### config.mk
export PLATFORM = sky130hd
export DESIGN_NAME = frontend_top
export DESIGN_NICKNAME = d
export VERILOG_FILES = /design/src/rtl/rv_isa_pkg.sv /design/src/rtl/frontend_pkg.sv /design/src/rtl/frontend_top.sv /design/src/rtl/predecode_stage.sv /design/src/rtl/instr_queue.sv /design/src/rtl/fetch_stage.sv
export SDC_FILE = /design/constraint.sdc
export NUM_CORES = 1
export LEC_CHECK = 0
export ABC_AREA = 1
export BUFFER_PORTS_ARGS = -buffer_cell sky130_fd_sc_hd__buf_2
export CORE_MARGIN = 2
export CORE_UTILIZATION = 60
export CTS_BUF_LIST = sky130_fd_sc_hd__clkbuf_4
export DETAILED_ROUTE_END_ITERATION = 8
export PLACE_DENSITY = 0.81
export RECOVER_POWER = 50
export SYNTH_ARGS = -nofsm -noshare
export SYNTH_HDL_FRONTEND = slang
export SYNTH_HIERARCHICAL = 1
export SYNTH_SLANG_ARGS = --single-unit
### constraint.sdc
create_clock -name CLK -period 7.9 [get_ports CLK]
set_input_delay 0.79 -clock CLK [delete_from_list [all_inputs] [get_ports CLK]]
set_output_delay 0.79 -clock CLK [all_outputs]
set_load 0.01 [all_outputs]
### src/rtl/rv_isa_pkg.sv
// RV32I ISA package with word type, major opcodes and instruction format views.
`default_nettype none

package rv_isa_pkg;

	localparam int XLEN = 32;                  // Base integer width.

	typedef logic [XLEN-1:0] xlen_t;           // Data or address word.

	// Major opcodes seen by the front end.
	typedef enum logic [6:0] {
		OP     = 7'b0110011,                   // Register-register ALU.
		OP_IMM = 7'b0010011,                   // Register-immediate ALU.
		LOAD   = 7'b0000011,                   // Loads, I format.
		JALR   = 7'b1100111                    // Indirect jump, I format.
	} opcode_e;

	// R format, field order as in the encoding.
	typedef struct packed {
		logic [6:0] funct7;                    // Bits 31:25.
		logic [4:0] rs2;                       // Bits 24:20.
		logic [4:0] rs1;                       // Bits 19:15.
		logic [2:0] funct3;                    // Bits 14:12.
		logic [4:0] rd;                        // Bits 11:7.
		logic [6:0] opcode;                    // Bits 6:0.
	} r_fmt_t;

	// I format; imm12 overlays funct7 and rs2 of the R view.
	typedef struct packed {
		logic [11:0] imm12;                    // Signed immediate.
		logic [4:0]  rs1;                      // Base or source register.
		logic [2:0]  funct3;                   // Minor opcode.
		logic [4:0]  rd;                       // Destination.
		logic [6:0]  opcode;                   // Same place as in R.
	} i_fmt_t;

	// One fetched word, read as either format.
	typedef union packed {
		r_fmt_t r;                             // Register view.
		i_fmt_t i;                             // Immediate view.
	} instr_u;

endpackage

`default_nettype wire
### src/rtl/frontend_pkg.sv
// Front end package with queue geometry, fetch addresses and predecode classes.
`default_nettype none

package frontend_pkg;

	// Queue geometry.
	localparam int QUEUE_AW    = 2;                 // Index bits.
	localparam int QUEUE_DEPTH = 2 ** QUEUE_AW;     // Four entries.

	// Fetch addressing.
	localparam rv_isa_pkg::xlen_t RESET_PC = 32'h0000_0000;  // First fetch.
	localparam rv_isa_pkg::xlen_t PC_STEP  = 32'd4;          // One word.

	// Predecode class of a record.
	typedef enum logic [1:0] {
		CLS_REG   = 2'd0,                  // OP.
		CLS_IMM   = 2'd1,                  // OP_IMM, LOAD, JALR.
		CLS_OTHER = 2'd2                   // Anything else.
	} class_e;

endpackage

`default_nettype wire

### src/rtl/frontend_top.sv
// RV32I front end top level connecting fetch, instruction queue and predecode.
`timescale 1ns/10ps
`default_nettype none

module frontend_top (
	input  logic                 CLK,
	input  logic                 arst_n,
	input  logic                 redirect,      // Branch or trap restart.
	input  rv_isa_pkg::xlen_t    redirect_pc,
	output logic                 mem_req,       // Instruction memory port.
	output rv_isa_pkg::xlen_t    mem_addr,
	input  logic                 mem_ack,
	input  rv_isa_pkg::xlen_t    mem_rdata,
	output logic                 dec_valid,     // Decoded record port.
	input  logic                 dec_ready,
	output rv_isa_pkg::xlen_t    dec_pc,
	output frontend_pkg::class_e dec_class,
	output logic [4:0]           dec_rd,
	output logic [4:0]           dec_rs1,
	output logic [4:0]           dec_rs2,
	output rv_isa_pkg::xlen_t    dec_imm
);

	logic              push;         // Fetch to queue.
	rv_isa_pkg::xlen_t push_pc;
	rv_isa_pkg::xlen_t push_instr;
	logic              full;
	logic              pop;          // Queue to predecode.
	rv_isa_pkg::xlen_t head_pc;
	rv_isa_pkg::xlen_t head_instr;
	logic              empty;

	fetch_stage i_fetch (
		.CLK         (CLK),
		.arst_n      (arst_n),
		.redirect    (redirect),
		.redirect_pc (redirect_pc),
		.mem_req     (mem_req),
		.mem_addr    (mem_addr),
		.mem_ack     (mem_ack),
		.mem_rdata   (mem_rdata),
		.push        (push),
		.push_pc     (push_pc),
		.push_instr  (push_instr),
		.full        (full)
	);

	// Redirect empties the queue and the slot.
	instr_queue i_queue (
		.CLK        (CLK),
		.arst_n     (arst_n),
		.flush      (redirect),
		.push       (push),
		.push_pc    (push_pc),
		.push_instr (push_instr),
		.full       (full),
		.pop        (pop),
		.head_pc    (head_pc),
		.head_instr (head_instr),
		.empty      (empty)
	);

	predecode_stage i_predecode (
		.CLK        (CLK),
		.arst_n     (arst_n),
		.flush      (redirect),
		.empty      (empty),
		.head_pc    (head_pc),
		.head_instr (head_instr),
		.pop        (pop),
		.dec_valid  (dec_valid),
		.dec_ready  (dec_ready),
		.dec_pc     (dec_pc),
		.dec_class  (dec_class),
		.dec_rd     (dec_rd),
		.dec_rs1    (dec_rs1),
		.dec_rs2    (dec_rs2),
		.dec_imm    (dec_imm)
	);

endmodule

`default_nettype wire

### src/rtl/predecode_stage.sv
// Predecode stage that pops the queue head, splits the word into fields and holds the output slot.
`timescale 1ns/10ps
`default_nettype none

module predecode_stage (
	input  logic                 CLK,
	input  logic                 arst_n,
	input  logic                 flush,        // Drop the slot record.
	input  logic                 empty,        // Queue has nothing.
	input  rv_isa_pkg::xlen_t    head_pc,
	input  rv_isa_pkg::xlen_t    head_instr,
	output logic                 pop,
	output logic                 dec_valid,    // Slot holds a record.
	input  logic                 dec_ready,    // Consumer takes it.
	output rv_isa_pkg::xlen_t    dec_pc,
	output frontend_pkg::class_e dec_class,
	output logic [4:0]           dec_rd,
	output logic [4:0]           dec_rs1,
	output logic [4:0]           dec_rs2,
	output rv_isa_pkg::xlen_t    dec_imm
);

	rv_isa_pkg::instr_u   word;      // Head word, both views.
	frontend_pkg::class_e cls;       // Decoded class.
	logic [4:0]           rd;
	logic [4:0]           rs1;
	logic [4:0]           rs2;
	rv_isa_pkg::xlen_t    imm;       // Sign-extended imm12.

	assign word = head_instr;

	// Field split by opcode.
	always_comb begin
		cls = frontend_pkg::CLS_OTHER;   // Unknown opcode, all zero.
		rd  = 5'd0;
		rs1 = 5'd0;
		rs2 = 5'd0;
		imm = '0;
		case (word.r.opcode)
			rv_isa_pkg::OP: begin
				cls = frontend_pkg::CLS_REG;
				rd  = word.r.rd;
				rs1 = word.r.rs1;
				rs2 = word.r.rs2;
			end
			rv_isa_pkg::OP_IMM,
			rv_isa_pkg::LOAD,
			rv_isa_pkg::JALR: begin
				cls = frontend_pkg::CLS_IMM;
				rd  = word.i.rd;
				rs1 = word.i.rs1;
				imm = {{20{word.i.imm12[11]}}, word.i.imm12};  // Bit 31 copied up.
			end
			default: begin
				cls = frontend_pkg::CLS_OTHER;
			end
		endcase
	end

	// Refill when the slot is free or drains this cycle.
	assign pop = (!dec_valid || dec_ready) && !empty;

	// Slot occupancy.
	always_ff @(posedge CLK or negedge arst_n) begin
		if (!arst_n) begin
			dec_valid <= 1'b0;
		end else if (flush) begin
			dec_valid <= 1'b0;        // Old path record.
		end else if (pop) begin
			dec_valid <= 1'b1;
		end else if (dec_ready) begin
			dec_valid <= 1'b0;        // Taken, nothing behind it.
		end
	end

	// Slot payload.
	always_ff @(posedge CLK) begin
		if (pop) begin
			dec_pc    <= head_pc;
			dec_class <= cls;
			dec_rd    <= rd;
			dec_rs1   <= rs1;
			dec_rs2   <= rs2;
			dec_imm   <= imm;
		end
	end

endmodule

`default_nettype wire

### src/rtl/instr_queue.sv
// Instruction queue, a ring buffer of pc and word pairs with wrap-bit pointers and flush.
`timescale 1ns/10ps
`default_nettype none

module instr_queue (
	input  logic              CLK,
	input  logic              arst_n,
	input  logic              flush,       // Drop all entries.
	input  logic              push,
	input  rv_isa_pkg::xlen_t push_pc,
	input  rv_isa_pkg::xlen_t push_instr,
	output logic              full,
	input  logic              pop,
	output rv_isa_pkg::xlen_t head_pc,     // From read pointer.
	output rv_isa_pkg::xlen_t head_instr,
	output logic              empty
);

	logic [frontend_pkg::QUEUE_AW:0]   rd_ptr;   // MSB is the wrap bit.
	logic [frontend_pkg::QUEUE_AW:0]   wr_ptr;
	logic [frontend_pkg::QUEUE_AW-1:0] rd_idx;   // Storage index.
	logic [frontend_pkg::QUEUE_AW-1:0] wr_idx;
	logic                              do_push;
	logic                              do_pop;

	rv_isa_pkg::xlen_t pc_mem    [frontend_pkg::QUEUE_DEPTH];  // Pc per slot.
	rv_isa_pkg::xlen_t instr_mem [frontend_pkg::QUEUE_DEPTH];  // Word per slot.

	assign rd_idx = rd_ptr[frontend_pkg::QUEUE_AW-1:0];
	assign wr_idx = wr_ptr[frontend_pkg::QUEUE_AW-1:0];

	assign empty = (rd_ptr == wr_ptr);   // Same lap, same slot.
	// Same slot, one lap apart.
	assign full  = (rd_idx == wr_idx) &&
		(rd_ptr[frontend_pkg::QUEUE_AW] != wr_ptr[frontend_pkg::QUEUE_AW]);

	assign do_push = push && !full;
	assign do_pop  = pop && !empty;

	// Pointers.
	always_ff @(posedge CLK or negedge arst_n) begin
		if (!arst_n) begin
			rd_ptr <= '0;
			wr_ptr <= '0;
		end else if (flush) begin
			rd_ptr <= '1;                        // Equal pointers mean empty.
			wr_ptr <= '1;
		end else begin
			if (do_push) wr_ptr <= wr_ptr + 1'b1;
			if (do_pop)  rd_ptr <= rd_ptr + 1'b1;
		end
	end

	// Storage.
	always_ff @(posedge CLK) begin
		if (do_push) begin
			pc_mem[wr_idx]    <= push_pc;
			instr_mem[wr_idx] <= push_instr;
		end
	end

	assign head_pc    = pc_mem[rd_idx];       // Read is combinational.
	assign head_instr = instr_mem[rd_idx];

	// The fetch side offers a push only with room.
	a_no_push_full: assert property (@(posedge CLK) disable iff (!arst_n)
		push |-> !full)
		else $error("queue: push while full");

	// The predecode side pops only a present entry.
	a_no_pop_empty: assert property (@(posedge CLK) disable iff (!arst_n)
		pop |-> !empty)
		else $error("queue: pop while empty");

endmodule

`default_nettype wire

### src/rtl/fetch_stage.sv
// Fetch stage with pc counter, four-phase memory requester and one-word return buffer.
`timescale 1ns/10ps
`default_nettype none

module fetch_stage (
	input  logic              CLK,
	input  logic              arst_n,
	input  logic              redirect,        // Restart request.
	input  rv_isa_pkg::xlen_t redirect_pc,     // Restart address.
	output logic              mem_req,         // Phase 1 and 3.
	output rv_isa_pkg::xlen_t mem_addr,        // Held while mem_req.
	input  logic              mem_ack,         // Phase 2 and 4.
	input  rv_isa_pkg::xlen_t mem_rdata,       // Valid with mem_ack.
	output logic              push,            // To the queue.
	output rv_isa_pkg::xlen_t push_pc,
	output rv_isa_pkg::xlen_t push_instr,
	input  logic              full             // Queue has no room.
);

	rv_isa_pkg::xlen_t pc;          // Next address to fetch.
	rv_isa_pkg::xlen_t start_pc;    // Address used by a new request.
	logic              ack_wait;    // Req dropped, ack still high.
	logic              discard;     // In-flight word is stale.
	logic              launch;      // Raise mem_req at this edge.
	logic              capture;     // Keep the returned word.
	logic              buf_valid;   // Return buffer occupied.
	rv_isa_pkg::xlen_t buf_pc;      // Pc of buffered word.
	rv_isa_pkg::xlen_t buf_instr;   // Buffered word.

	assign start_pc = redirect ? redirect_pc : pc;  // Redirect wins.

	// Idle, ack low and nowhere to park data otherwise.
	assign launch  = !mem_req && !ack_wait && !mem_ack && !buf_valid;
	assign capture = mem_req && mem_ack && !discard && !redirect;

	// Handshake FSM, pc and address.
	always_ff @(posedge CLK or negedge arst_n) begin
		if (!arst_n) begin
			pc       <= frontend_pkg::RESET_PC;
			mem_addr <= frontend_pkg::RESET_PC;
			mem_req  <= 1'b0;
			ack_wait <= 1'b0;
			discard  <= 1'b0;
		end else begin
			if (launch) begin
				mem_addr <= start_pc;                        // Latched for the whole request.
				pc       <= start_pc + frontend_pkg::PC_STEP;
			end else if (redirect) begin
				pc <= redirect_pc;
			end
			if (launch) begin
				mem_req <= 1'b1;                             // Phase 1.
			end else if (mem_req && mem_ack) begin
				mem_req <= 1'b0;                             // Phase 3.
			end
			if (mem_req && mem_ack) begin
				ack_wait <= 1'b1;
			end else if (ack_wait && !mem_ack) begin
				ack_wait <= 1'b0;                            // Phase 4 seen.
			end
			if (mem_req && mem_ack) begin
				discard <= 1'b0;                             // Stale word dropped here.
			end else if (mem_req && redirect) begin
				discard <= 1'b1;
			end
		end
	end

	// Return buffer control.
	always_ff @(posedge CLK or negedge arst_n) begin
		if (!arst_n) begin
			buf_valid <= 1'b0;
		end else if (redirect) begin
			buf_valid <= 1'b0;                               // Old path word.
		end else if (capture) begin
			buf_valid <= 1'b1;
		end else if (push) begin
			buf_valid <= 1'b0;                               // Moved into the queue.
		end
	end

	// Buffer payload.
	always_ff @(posedge CLK) begin
		if (capture) begin
			buf_pc    <= mem_addr;
			buf_instr <= mem_rdata;
		end
	end

	assign push       = buf_valid && !full;   // Only offered with room.
	assign push_pc    = buf_pc;
	assign push_instr = buf_instr;

	// Address held through the request until the memory answers.
	a_addr_stable: assert property (@(posedge CLK) disable iff (!arst_n)
		mem_req && !mem_ack |=> $stable(mem_addr))
		else $error("fetch: mem_addr changed during a request");

	// No new request while the previous ack is still high.
	a_req_after_ack: assert property (@(posedge CLK) disable iff (!arst_n)
		$rose(mem_req) |-> !mem_ack)
		else $error("fetch: request raised with ack high");

endmodule

`default_nettype wire

# Yosys cells after proc, flatten, opt, wreduce, memory -nomap -nowiden
# Memories as Yosys holds them, arrays and structs flattened. A register that Yosys moved wholly into a read port is not among the register bits.
# Cells that the tools add are included.
# totals
mem_count,2
ram_bits,256
out_inout_bits,115
register_bits,168
# mem_list
name,words,word_bits,read_ports,rd_ports_with_merged_regs,wr,line_no,text
i_queue.instr_mem,4,32,1,0,1,instr_queue.sv:27,rv_isa_pkg::xlen_t instr_mem [frontend_pkg::QUEUE_DEPTH];
i_queue.pc_mem,4,32,1,1,1,instr_queue.sv:26,rv_isa_pkg::xlen_t pc_mem [frontend_pkg::QUEUE_DEPTH];
# op_classes
eq_ne,7
add_sub_neg,3
muxes,21
n_reduce_logical,32
# op_table
op,count
$mux 32,2
$add 32x3->32 const B,1
$mux 1,14
$logic_and 1x1->1,13
$mux 3,4
$reduce_bool 2->1,5
$logic_not 1->1,9
$eq 7x2->1 const B,1
$eq 7x5->1 const B,1
$eq 7x6->1 const B,1
$eq 7x7->1 const B,1
$add 3x1->3 const B,2
$reduce_bool 3->1,2
$pmux 2 s2,1
$reduce_or 4->1,1
$eq 3x3->1,1
$reduce_or 3->1,1
$eq 2x2->1,1
$logic_or 1x1->1,1
$ne 1x1->1,1

# Longest topological paths before layout
# Gate-level depths: netlist (run 1).
# depth
ltp_word,7
mapped_depth,14
mapped_depth_nobuf,11

# By module
# The synthesis (run 1) kept the hierarchy.
# modules_own_cells
module,cells_each,seq_area_each_um2,instances,area_each_um2
instr_queue,685,7837.5,1,9945.8
fetch_stage,530,3623.5,1,5494.0
predecode_stage,155,1856.8,1,2359.8

# Least setup slack after synthesis (run 1)
# No wires, ideal clock.
# synth_path
path_kind,input to register
start,input port redirect
end,"register i_fetch.buf_instr[0], in the netlist i_fetch/push_instr[0] (enable)"
path_stages,3
t_arrival_ps,5464
slack_ps,1868
cell_sequence,buf_6 buf_6 nor3_1
# synth_via
elab_chain_cells,2
# synth_lines
item,line_no,text
from (decl),frontend_top.sv:8,"input logic redirect,"
$logic_not 1->1,fetch_stage.sv:34,assign capture = mem_req && mem_ack && !discard && !redirect;
$logic_and 1x1->1,fetch_stage.sv:34,
named net i_fetch.capture,fetch_stage.sv:25,logic capture;
to (signal assigned),fetch_stage.sv:86,buf_instr <= mem_rdata;
to (decl),fetch_stage.sv:28,rv_isa_pkg::xlen_t buf_instr;
# The timed path passes the listed nets, and every way through them passes these cells.
# A chain may end at the register's enable or synchronous reset.

# Worst setup path in the final report (run 1)
# layout_path
start,input port redirect
end,"register i_fetch.buf_instr[23], in the netlist i_fetch/push_instr[23] (enable)"
# The elaborated chain is that of the path after synthesis.

==> summary.md, run 1 <==
| Metric | Value |
|---|---|
| Status | `finished, violations left` |
| Failing checks | `capacitance limit, slew limit` |
| Worst hold path type | `in2reg` |
| Crit end category | `flop` |
| Power per cell area | `304 mW/mm^2` |
| Filler cell count in the final layout | `2027` |
| RSZ-0062 raised after global routing | `false` |
| Synth Warn # | `6` |
| Switching power | `1.79 mW` |
| Hold slack | `0.220 ns` |
| Die Ht | `174 um` |
| Setup Viol. Count Final | `0` |
| Setup crit start kind | `input pin` |
| Multi-input gate area | `0.00351 sq mm` |
| Register Area | `0.0129 sq mm` |
| RD Place Congestion | `0.873` |
| Layout Cells excl Fill | `2030` |
| Clk_skew | `0.0665 ns` |
| Setup Fix Bufs, Post-CTS | `0` |
| Clk buf depth | `3` |
| Violation count after the first detailed-route iteration | `936` |
| Worst path required time | `8.10 ns` |
| DP HPWL | `19.8 mm` |
| Sequential share of power | `52.7%` |
| Vias in the first global route | `10809` |
| Detail Route Antenna Nets | `0` |
| FP Rows | `62` |
| Dpl cells | `1836` |
| Detailed Routing Iterations Pass 1 | `7` |
| Layout cell share with drive strength beyond 1 | `23.4%` |
| Synth Cell Area | `0.0173 sq mm` |
| Combinational power share | `18.3%` |
| Initial antenna violation count | `1` |
| GRT Total Usage | `23.0%` |
| Die X | `174 um` |
| CTS clk-pin slew, worst paths | `0.07 ns` |
| Final #Nets | `1636` |
| Net Sw Frac | `30.2%` |
| Wire per inst | `17.1 um` |
| Largest net degree at the start of global routing | `104` |
| Max Fclk | `0.217 GHz` |
| Final WL | `34.7 mm` |
| CTS buffer count | `107` |
| DRC Markers | `0` |
| Mapped Nets | `1415` |
| Hold-fix buffer count after cts | `0` |
| Critical Path Fanout Max | `62` |
| Peak supply drop | `0.000167 V` |
| Io pins | `184` |
| CTS tree | `yes` |
| Starting Density | `60.5%` |
| Setup TNS | `0 ns` |
| Die Area | `0.0302 sq mm` |
| Final Hold Fails | `0` |
| Clock share of power | `29.0%` |
| Clk Latency, worst-skew pair | `0.74 ns` |
| Synth-to-layout area growth | `12.7%` |
| First-pass GRT wire length | `54.2 mm` |
| Core ar. | `0.0285 sq mm` |
| Dpl cell area | `0.0182 sq mm` |
| Smallest setup slack after layout | `3.30 ns` |
| Pre-CTS WS | `4.77 ns` |
| Kind of critical path | `in2reg` |
| Cell count after synthesis | `1340` |
| Post-synthesis area per instance | `12.9 sq um` |
| Port bufs | `180` |
| Vias | `10911` |
| Fin crit period | `4.60 ns` |
| Final Core Density | `68.2%` |
| CTS HTree Levels | `3` |
| Tightest Pin Transition | `4.11 ns` |
| PostCTS Resize Cnt | `0` |
| Max-cap viol count | `5` |
| Number of clock sinks | `441` |
| Overall power | `5.92 mW` |
| Max-slew headroom | `-174%` |
| Final Cycle Share | `58.2%` |
| Int Pwr | `4.14 mW` |
| Leakage | `7.61 nW` |
| GRT overflow | `0` |
| Pins Over Slew Limit | `301` |
| CTS Root Cell | `clkbuf_4` |
| Arr. time, crit path | `4.79 ns` |
| Via-to-Cell Ratio | `5.37` |
| Final instance area | `0.0195 sq mm` |
[power by group through the flow]
| stage | combinational, mW | sequential [mW] | clock, mW |
|---|---|---|---|
| global placement | 1.06 | 3.15 | 0 |
| finish | 1.08 | 3.12 | 1.72 |
| CTS | 1.10 | 3.12 | 1.78 |
| detailed placement | 1.10 | 3.16 | 0 |
| floorplan | 0.653 | 3.20 | 0 |
| global route | 1.20 | 3.15 | 1.89 |
[worst max-delay path, cell delays in order]
cell and delay [ns]:
clkbuf_1 0.71, nor3_1 0.41, clkbuf_1 2.83
[registers in the layout (all words and copies together), names as in the netlist]
name,count
i_predecode/dec_rs1,5
i_predecode/dec_rd,5
i_fetch/pc,32
i_queue/instr_mem,116
i_fetch/push_instr,29
i_predecode/dec_rs2,5
i_queue/wr_ptr,3
i_fetch/mem_addr,32
i_fetch/push_pc,32
i_fetch/discard,1
i_predecode/dec_valid,1
i_fetch/ack_wait,1
i_fetch/mem_req,1
i_predecode/dec_imm,12
i_predecode/dec_class,2
i_queue/pc_mem,128
i_queue/rd_ptr,3
i_fetch/buf_valid,1
i_predecode/dec_pc,32
[per-layer routing]
layer	GRT usage, %	share of wire (%)	routed length, um
met5	0	0	0
met4	9.94	2.7	923
met3	4.89	9.0	3100
met2	37.8	49	16900
met1	30.3	40	13700
[cells in the final DEF (no fill, tap or decap), types with 2 or more instances in the layout]
cell,instances
o21ai_1,54
clkbuf_4,148
clkinv_1,35
nor3_1,3
o22ai_1,61
a31oi_1,6
nand3_2,7
buf_4,8
clkbuf_1,28
edfxtp_1,366
clkinv_2,5
a21oi_1,3
dfrtp_1,73
nand2_2,11
clkinvlp_4,3
nor2_4,7
xor2_1,12
inv_1,91
o21ai_0,105
inv_2,6
nand3b_1,2
nor2_1,168
nand4_1,7
or2_2,3
ha_1,6
o21ai_2,3
nand2_1,203
nor2_2,22
buf_2,155
nand3_1,35
[layout make-up]
type,instances,area share [%]
sequential,441,66.1
multi-input combinational,723,18.0
clock buffer,148,5.70
timing repair buffer,191,4.83
tap,384,2.47
inverter,97,1.88
clock inverter,45,0.983
antenna,1,0.0128
[path summary, 6_finish.rpt]
path	depth (start not counted)	to	from	slack, ns
max	3	i_fetch/push_instr[23]	redirect	3.30
min	1	i_fetch/push_instr[5]	mem_rdata[5]	0.22
max reg2reg	9	i_predecode/dec_imm[11]	i_queue/rd_ptr[1]	3.47
min reg2reg	0	i_queue/instr_mem[1][1]	i_fetch/push_instr[1]	0.45
max in group asynchronous	1	i_queue/rd_ptr[0]	arst_n	3.45
min in group asynchronous	1	i_fetch/pc[3]	arst_n	1.50
Power figures use the tool's default switching activity.
==> inputs of run 2 (changes only) <==
ABC_AREA = 0   (was 1)
CORE_UTILIZATION = 55   (was 60)
PLACE_DENSITY = 0.78   (was 0.81)
clock period = 3.75 ns   (was 7.9 ns; I/O delays follow)
==> summary.md, run 2 <==
| Metric | Value |
|---|---|
| Setup crit start kind | `flop` |
| GRT Total Usage | `20.7%` |
| Max-cap viol count | `3` |
| Die Area | `0.0321 sq mm` |
| Final Hold Fails | `0` |
| Setup crit start | `i_fetch/mem_req` |
| Crit end category | `flop` |
| Overall power | `13.2 mW` |
| Largest net degree at the start of global routing | `76` |
| Io pins | `184` |
| Layout cell share with drive strength beyond 1 | `27.3%` |
| Cell count after synthesis | `912` |
| Synth-to-layout area growth | `17.7%` |
| Final WL | `32.1 mm` |
| Port bufs | `180` |
| Power per cell area | `667 mW/mm^2` |
| Clk_skew | `0.0601 ns` |
| Critical path depth in cells | `7` |
| Via-to-Cell Ratio | `5.39` |
| Combinational power share | `19.4%` |
| R2R setup slack | `0.48 ns` |
| CTS buffer count | `107` |
| Final #Nets | `1288` |
| Cell Chain, Critical Path | `or4_2 > clkbuf_1 > a21oi_4 > nand4_2 > nor4_1 > xnor2_1 > mux2i_1` |
| Pins Over Slew Limit | `97` |
| Kind of critical path | `reg2reg` |
| Dpl cell area | `0.0181 sq mm` |
| GRT overflow | `0` |
| Worst hold path type | `in2reg` |
| CP Buf/Inv Count | `1` |
| FP Rows | `64` |
| First-pass GRT wire length | `50.0 mm` |
| Switching power | `3.97 mW` |
| Slowest CP cell | `or4_2` |
| CTS Root Cell | `clkbuf_4` |
| Arr. time, crit path | `3.83 ns` |
| RSZ-0062 raised after global routing | `false` |
| Critical path's largest stage delay | `0.72 ns` |
| Vias | `9175` |
| Fin crit period | `3.27 ns` |
| PostCTS Resize Cnt | `0` |
| Filler cell count in the final layout | `2137` |
| Synth Cell Area | `0.0169 sq mm` |
| Tightest Pin Transition | `1.93 ns` |
| Number of clock sinks | `441` |
| Sequential share of power | `51.5%` |
| Crit path to | `i_fetch/pc[29]` |
| Max reg flops | `128` |
| Mapped Nets | `987` |
| Starting Density | `55.6%` |
| Register Area | `0.0129 sq mm` |
| CTS clk-pin slew, worst paths | `0.07 ns` |
| Die Ht | `179 um` |
| Worst reg-to-reg path cell count | `7` |
| Wire per inst | `18.9 um` |
| Clk Latency, worst-skew pair | `0.75 ns` |
| Core ar. | `0.0303 sq mm` |
| Peak supply drop | `0.000369 V` |
| Status | `finished, violations left` |
| Violation count after the first detailed-route iteration | `651` |
| Setup Fix Bufs, Post-CTS | `0` |
| Leakage | `7.17 nW` |
| FF-to-FF Start | `i_fetch/mem_req` |
| Leading cell type in the layout, fill and taps excluded | `edfxtp_1` |
| Synth Warn # | `6` |
| Clock share of power | `29.1%` |
| Biggest register | `i_queue/pc_mem` |
| Int Pwr | `9.28 mW` |
| Worst path required time | `4.31 ns` |
| DP HPWL | `19.4 mm` |
| Post-synthesis area per instance | `18.5 sq um` |
| CTS tree | `yes` |
| Detailed Routing Iterations Pass 1 | `5` |
| Setup TNS | `0 ns` |
| Multi-input gate area | `0.00361 sq mm` |
| CTS HTree Levels | `3` |
| Failing checks | `capacitance limit, slew limit` |
| Hold-fix buffer count after cts | `50` |
| Critical Path Fanout Max | `31` |
| Net Sw Frac | `29.9%` |
| Max-slew headroom | `-28.4%` |
| Final Cycle Share | `87.2%` |
| Vias in the first global route | `9426` |
| Initial antenna violation count | `1` |
| Reg2reg end | `i_fetch/pc[29]` |
| Max Fclk | `0.306 GHz` |
| Clk buf depth | `3` |
| Top Registers | `i_queue/pc_mem (128), i_queue/instr_mem (116)` |
| Die X | `179 um` |
| DRC Markers | `0` |
| RD Place Congestion | `0.856` |
| Setup Viol. Count Final | `0` |
| Final Core Density | `65.4%` |
| Most frequent cells in the layout | `edfxtp_1 (366), clkbuf_4 (159), clkbuf_1 (94), buf_2 (86), dfrtp_1 (73)` |
| Final instance area | `0.0198 sq mm` |
| Family with the most delay on the worst path | `simple AND/OR/NAND/NOR gates` |
| Detail Route Antenna Nets | `0` |
-- run 2: worst reg2reg max path, stage by stage (launching register included) --
cell and delay (ns):
dfrtp_1 0.45, or4_2 0.72, clkbuf_1 0.55, a21oi_4 0.44, nand4_2 0.30, nor4_1 0.44, xnor2_1 0.17, mux2i_1 0.08
-- run 2: per-layer routing --
| metal | wire length, um | track usage, % | vias up |
|---|---|---|---|
| li1 | - | - | 4223 |
| met5 | 0 | 0 | - |
| met1 | 13200 | 27.0 | 4593 |
| met4 | 538 | 6.75 | 0 |
| met3 | 1930 | 4.86 | 44 |
| met2 | 16500 | 34.7 | 315 |
-- run 2: cell type report --
cell class	count	area share, %
Clock buffer	159	6.01
Multi-Input combinational cell	406	18.2
Clock inverter	41	1.01
Tap cell	396	2.50
Inverter	8	0.151
Sequential cell	441	64.9
Timing Repair Buffer	249	7.24
Antenna cell	2	0.0252
-- run 2: stage by stage --
stage	hold WS [ns]	setup WS [ns]	instances
finish	0.0524	0.481	1702
global route	0.0237	0.281	1702
floorplan	0.0794	0.373	912
CTS	0.00160	0.744	1700
detailed placement	0.462	0.797	1450
global placement	0.454	0.875	1450
-- run 2: power groups by stage --
| stage | logic, mW | clock network, mW | registers, mW |
|---|---|---|---|
| after floorplan | 1.50 | 0 | 7.04 |
| after global placement | 2.64 | 0 | 6.88 |
| after detailed placement | 2.69 | 0 | 6.92 |
| after CTS | 2.74 | 3.98 | 6.82 |
| after global routing | 2.84 | 4.23 | 6.91 |
| final | 2.57 | 3.85 | 6.82 |
-- run 2: worst min-delay path by stage --
stage | to | startpoint | slack, ns | cells after the start
floorplan | i_fetch/ack_wait | arst_n | 0.08 | 0
detailed placement | i_fetch/push_pc[5] | i_fetch/mem_addr[5] | 0.46 | 0
finish | i_fetch/mem_addr[6] | redirect_pc[6] | 0.05 | 3
global route | i_fetch/mem_addr[6] | redirect_pc[6] | 0.02 | 3
CTS | i_fetch/mem_addr[6] | redirect_pc[6] | 0.002 | 3
global placement | i_fetch/push_pc[29] | i_fetch/mem_addr[29] | 0.45 | 0
==> inputs of run 3 (changes only) <==
clock period = 2.65 ns   (was 3.75 ns; I/O delays follow)
==> summary.md, run 3 (synthesis gave the netlist of run 2 again) <==
| Metric | Value |
|---|---|
| Status | `completed` |
| Kind of critical path | `reg2reg` |
| Io pins | `184` |
| Filler cell count in the final layout | `2077` |
| Synth-to-layout area growth | `20.2%` |
| Tightest Pin Transition | `1.16 ns` |
| Setup TNS | `0 ns` |
| Vias in the first global route | `9643` |
| Die Area | `0.0321 sq mm` |
| Worst reg-to-reg path cell count | `6` |
| Fin crit period | `2.54 ns` |
| Arr. time, crit path | `3.16 ns` |
| Clk buf depth | `3` |
| CTS tree | `yes` |
| R2R setup slack | `0.11 ns` |
| DR top layer | `met4` |
| Violation count after the first detailed-route iteration | `576` |
| Critical Path Fanout Max | `4` |
| FP Rows | `64` |
| Hold slack | `0.242 ns` |
| Max Fclk | `0.394 GHz` |
| Setup Viol. Count Final | `0` |
| Initial antenna violation count | `1` |
| Worst hold path type | `in2reg` |
| Die X | `179 um` |
| Wire per inst | `19.5 um` |
| Die Ht | `179 um` |
| Hold depth | `2` |
| Largest net degree at the start of global routing | `65` |
| Detail Route Antenna Nets | `0` |
| GRT overflow | `0` |
| Final Hold Fails | `0` |
| Biggest register | `i_queue/pc_mem` |
| Worst path required time | `3.27 ns` |
| HP Start | `mem_rdata[17]` |
| Peak supply drop | `0.000597 V` |
| Worst Hold Endpoint | `i_fetch/push_instr[17]` |
| Core ar. | `0.0303 sq mm` |
| Final WL | `33.7 mm` |
| Crit end category | `flop` |
| Detailed Routing Iterations Pass 1 | `5` |
| Routed metal-1 wire length | `13.6 mm` |
| Port bufs | `180` |
| CTS Root Cell | `clkbuf_4` |
| RD Place Congestion | `0.887` |
| Max-cap viol count | `0` |
| Dpl cells | `1467` |
| Layout Cells excl Fill | `1724` |
| FF-to-FF Start | `i_fetch/ack_wait` |
| Family with the most delay on the worst path | `simple AND/OR/NAND/NOR gates` |
| Max reg flops | `128` |
| Leakage | `7.33 nW` |
| WL met2 | `17.3 mm` |
| GRT Total Usage | `21.2%` |
| Slowest CP cell | `or4_2` |
| Vias | `9277` |
| Max-slew headroom | `22.5%` |
| Number of clock sinks | `441` |
| Leading cell type in the layout, fill and taps excluded | `edfxtp_1` |
| Met3 WL | `2.21 mm` |
| DRC Markers | `0` |
| CTS clk-pin slew, worst paths | `0.07 ns` |
| Cell Chain, Critical Path | `or4_2 > a211o_1 > and4bb_4 > nand3_1 > or3b_1 > xor2_1` |
| DP HPWL | `20.0 mm` |
| Reg2reg end | `i_fetch/pc[26]` |
| Top Registers | `i_queue/pc_mem (128), i_queue/instr_mem (116)` |
| Setup crit start kind | `flop` |
| Clk Latency, worst-skew pair | `0.76 ns` |
| CP Buf/Inv Count | `0` |
| Clk_skew | `0.0493 ns` |
| Layout cell share with drive strength beyond 1 | `27.1%` |
| Via-to-Cell Ratio | `5.38` |
| Critical path's largest stage delay | `0.72 ns` |
| Power per cell area | `938 mW/mm^2` |
| CTS buffer count | `108` |
| First-pass GRT wire length | `50.9 mm` |
| CTS HTree Levels | `3` |
| Starting Density | `55.6%` |
| Pins Over Slew Limit | `0` |
| Most frequent cells in the layout | `edfxtp_1 (366), clkbuf_4 (152), clkbuf_1 (104), buf_2 (80), dfrtp_1 (73)` |
| RSZ-0062 raised after global routing | `false` |
| Final Cycle Share | `95.8%` |
| Final Core Density | `66.8%` |
| Final #Nets | `1323` |
[run 3: area by class of cell]
| cell class | count | area (sq um) | share of cell area, % |
|---|---|---|---|
| sequential | 441 | 12900 | 63.5 |
| multi-input combinational | 406 | 3650 | 18.0 |
| timing repair buffer | 283 | 1840 | 9.09 |
| clock buffer | 151 | 1130 | 5.59 |
| tap | 396 | 495 | 2.44 |
| clock inverter | 37 | 239 | 1.18 |
| inverter | 8 | 30.0 | 0.148 |
| antenna | 2 | 5.00 | 0.0247 |
[run 3: worst max-delay path by stage]
stage	startpoint	endpoint	slack (ns)	cells after the start
finish	i_fetch/ack_wait	i_fetch/pc[26]	0.11	6
global route	i_fetch/ack_wait	i_fetch/pc[29]	0.03	7
CTS	i_fetch/ack_wait	i_fetch/pc[31]	0.05	7
detailed placement	i_fetch/ack_wait	i_fetch/pc[29]	-0.02	7
global placement	i_fetch/ack_wait	i_fetch/pc[31]	0.04	7
floorplan	redirect	i_fetch/push_instr[0]	-0.13	6
[run 3: stage by stage]
| stage | worst slack, ns | cell area, sq um | power, mW |
|---|---|---|---|
| after floorplan | -0.127 | 16900 | 12.1 |
| after global placement | 0.0423 | 18300 | 13.6 |
| after detailed placement | -0.0210 | 18300 | 13.8 |
| after CTS | 0.0505 | 20400 | 19.4 |
| after global routing | 0.0285 | 20300 | 20.0 |
| final | 0.112 | 20300 | 19.0 |
[run 3: what timing repair did]
action	4_1_cts	5_1_grt
resized for setup	2	4
hold endpoints to repair	160	0
hold buffers	66	0
buffers inserted	0	1
setup endpoints to repair	2	22
[run 3: where the power goes]
group | internal (mW) | switching [mW]
clock network | 2.92 | 2.59
logic | 1.45 | 2.41
registers | 8.95 | 0.701
total | 13.3 | 5.70
[run 3: routing by layer]
metal / vias up / track usage, %
met5: - / 0
met4: 0 / 7.53
met3: 50 / 5.45
met2: 344 / 36.1
met1: 4605 / 26.6
li1: 4278 / -
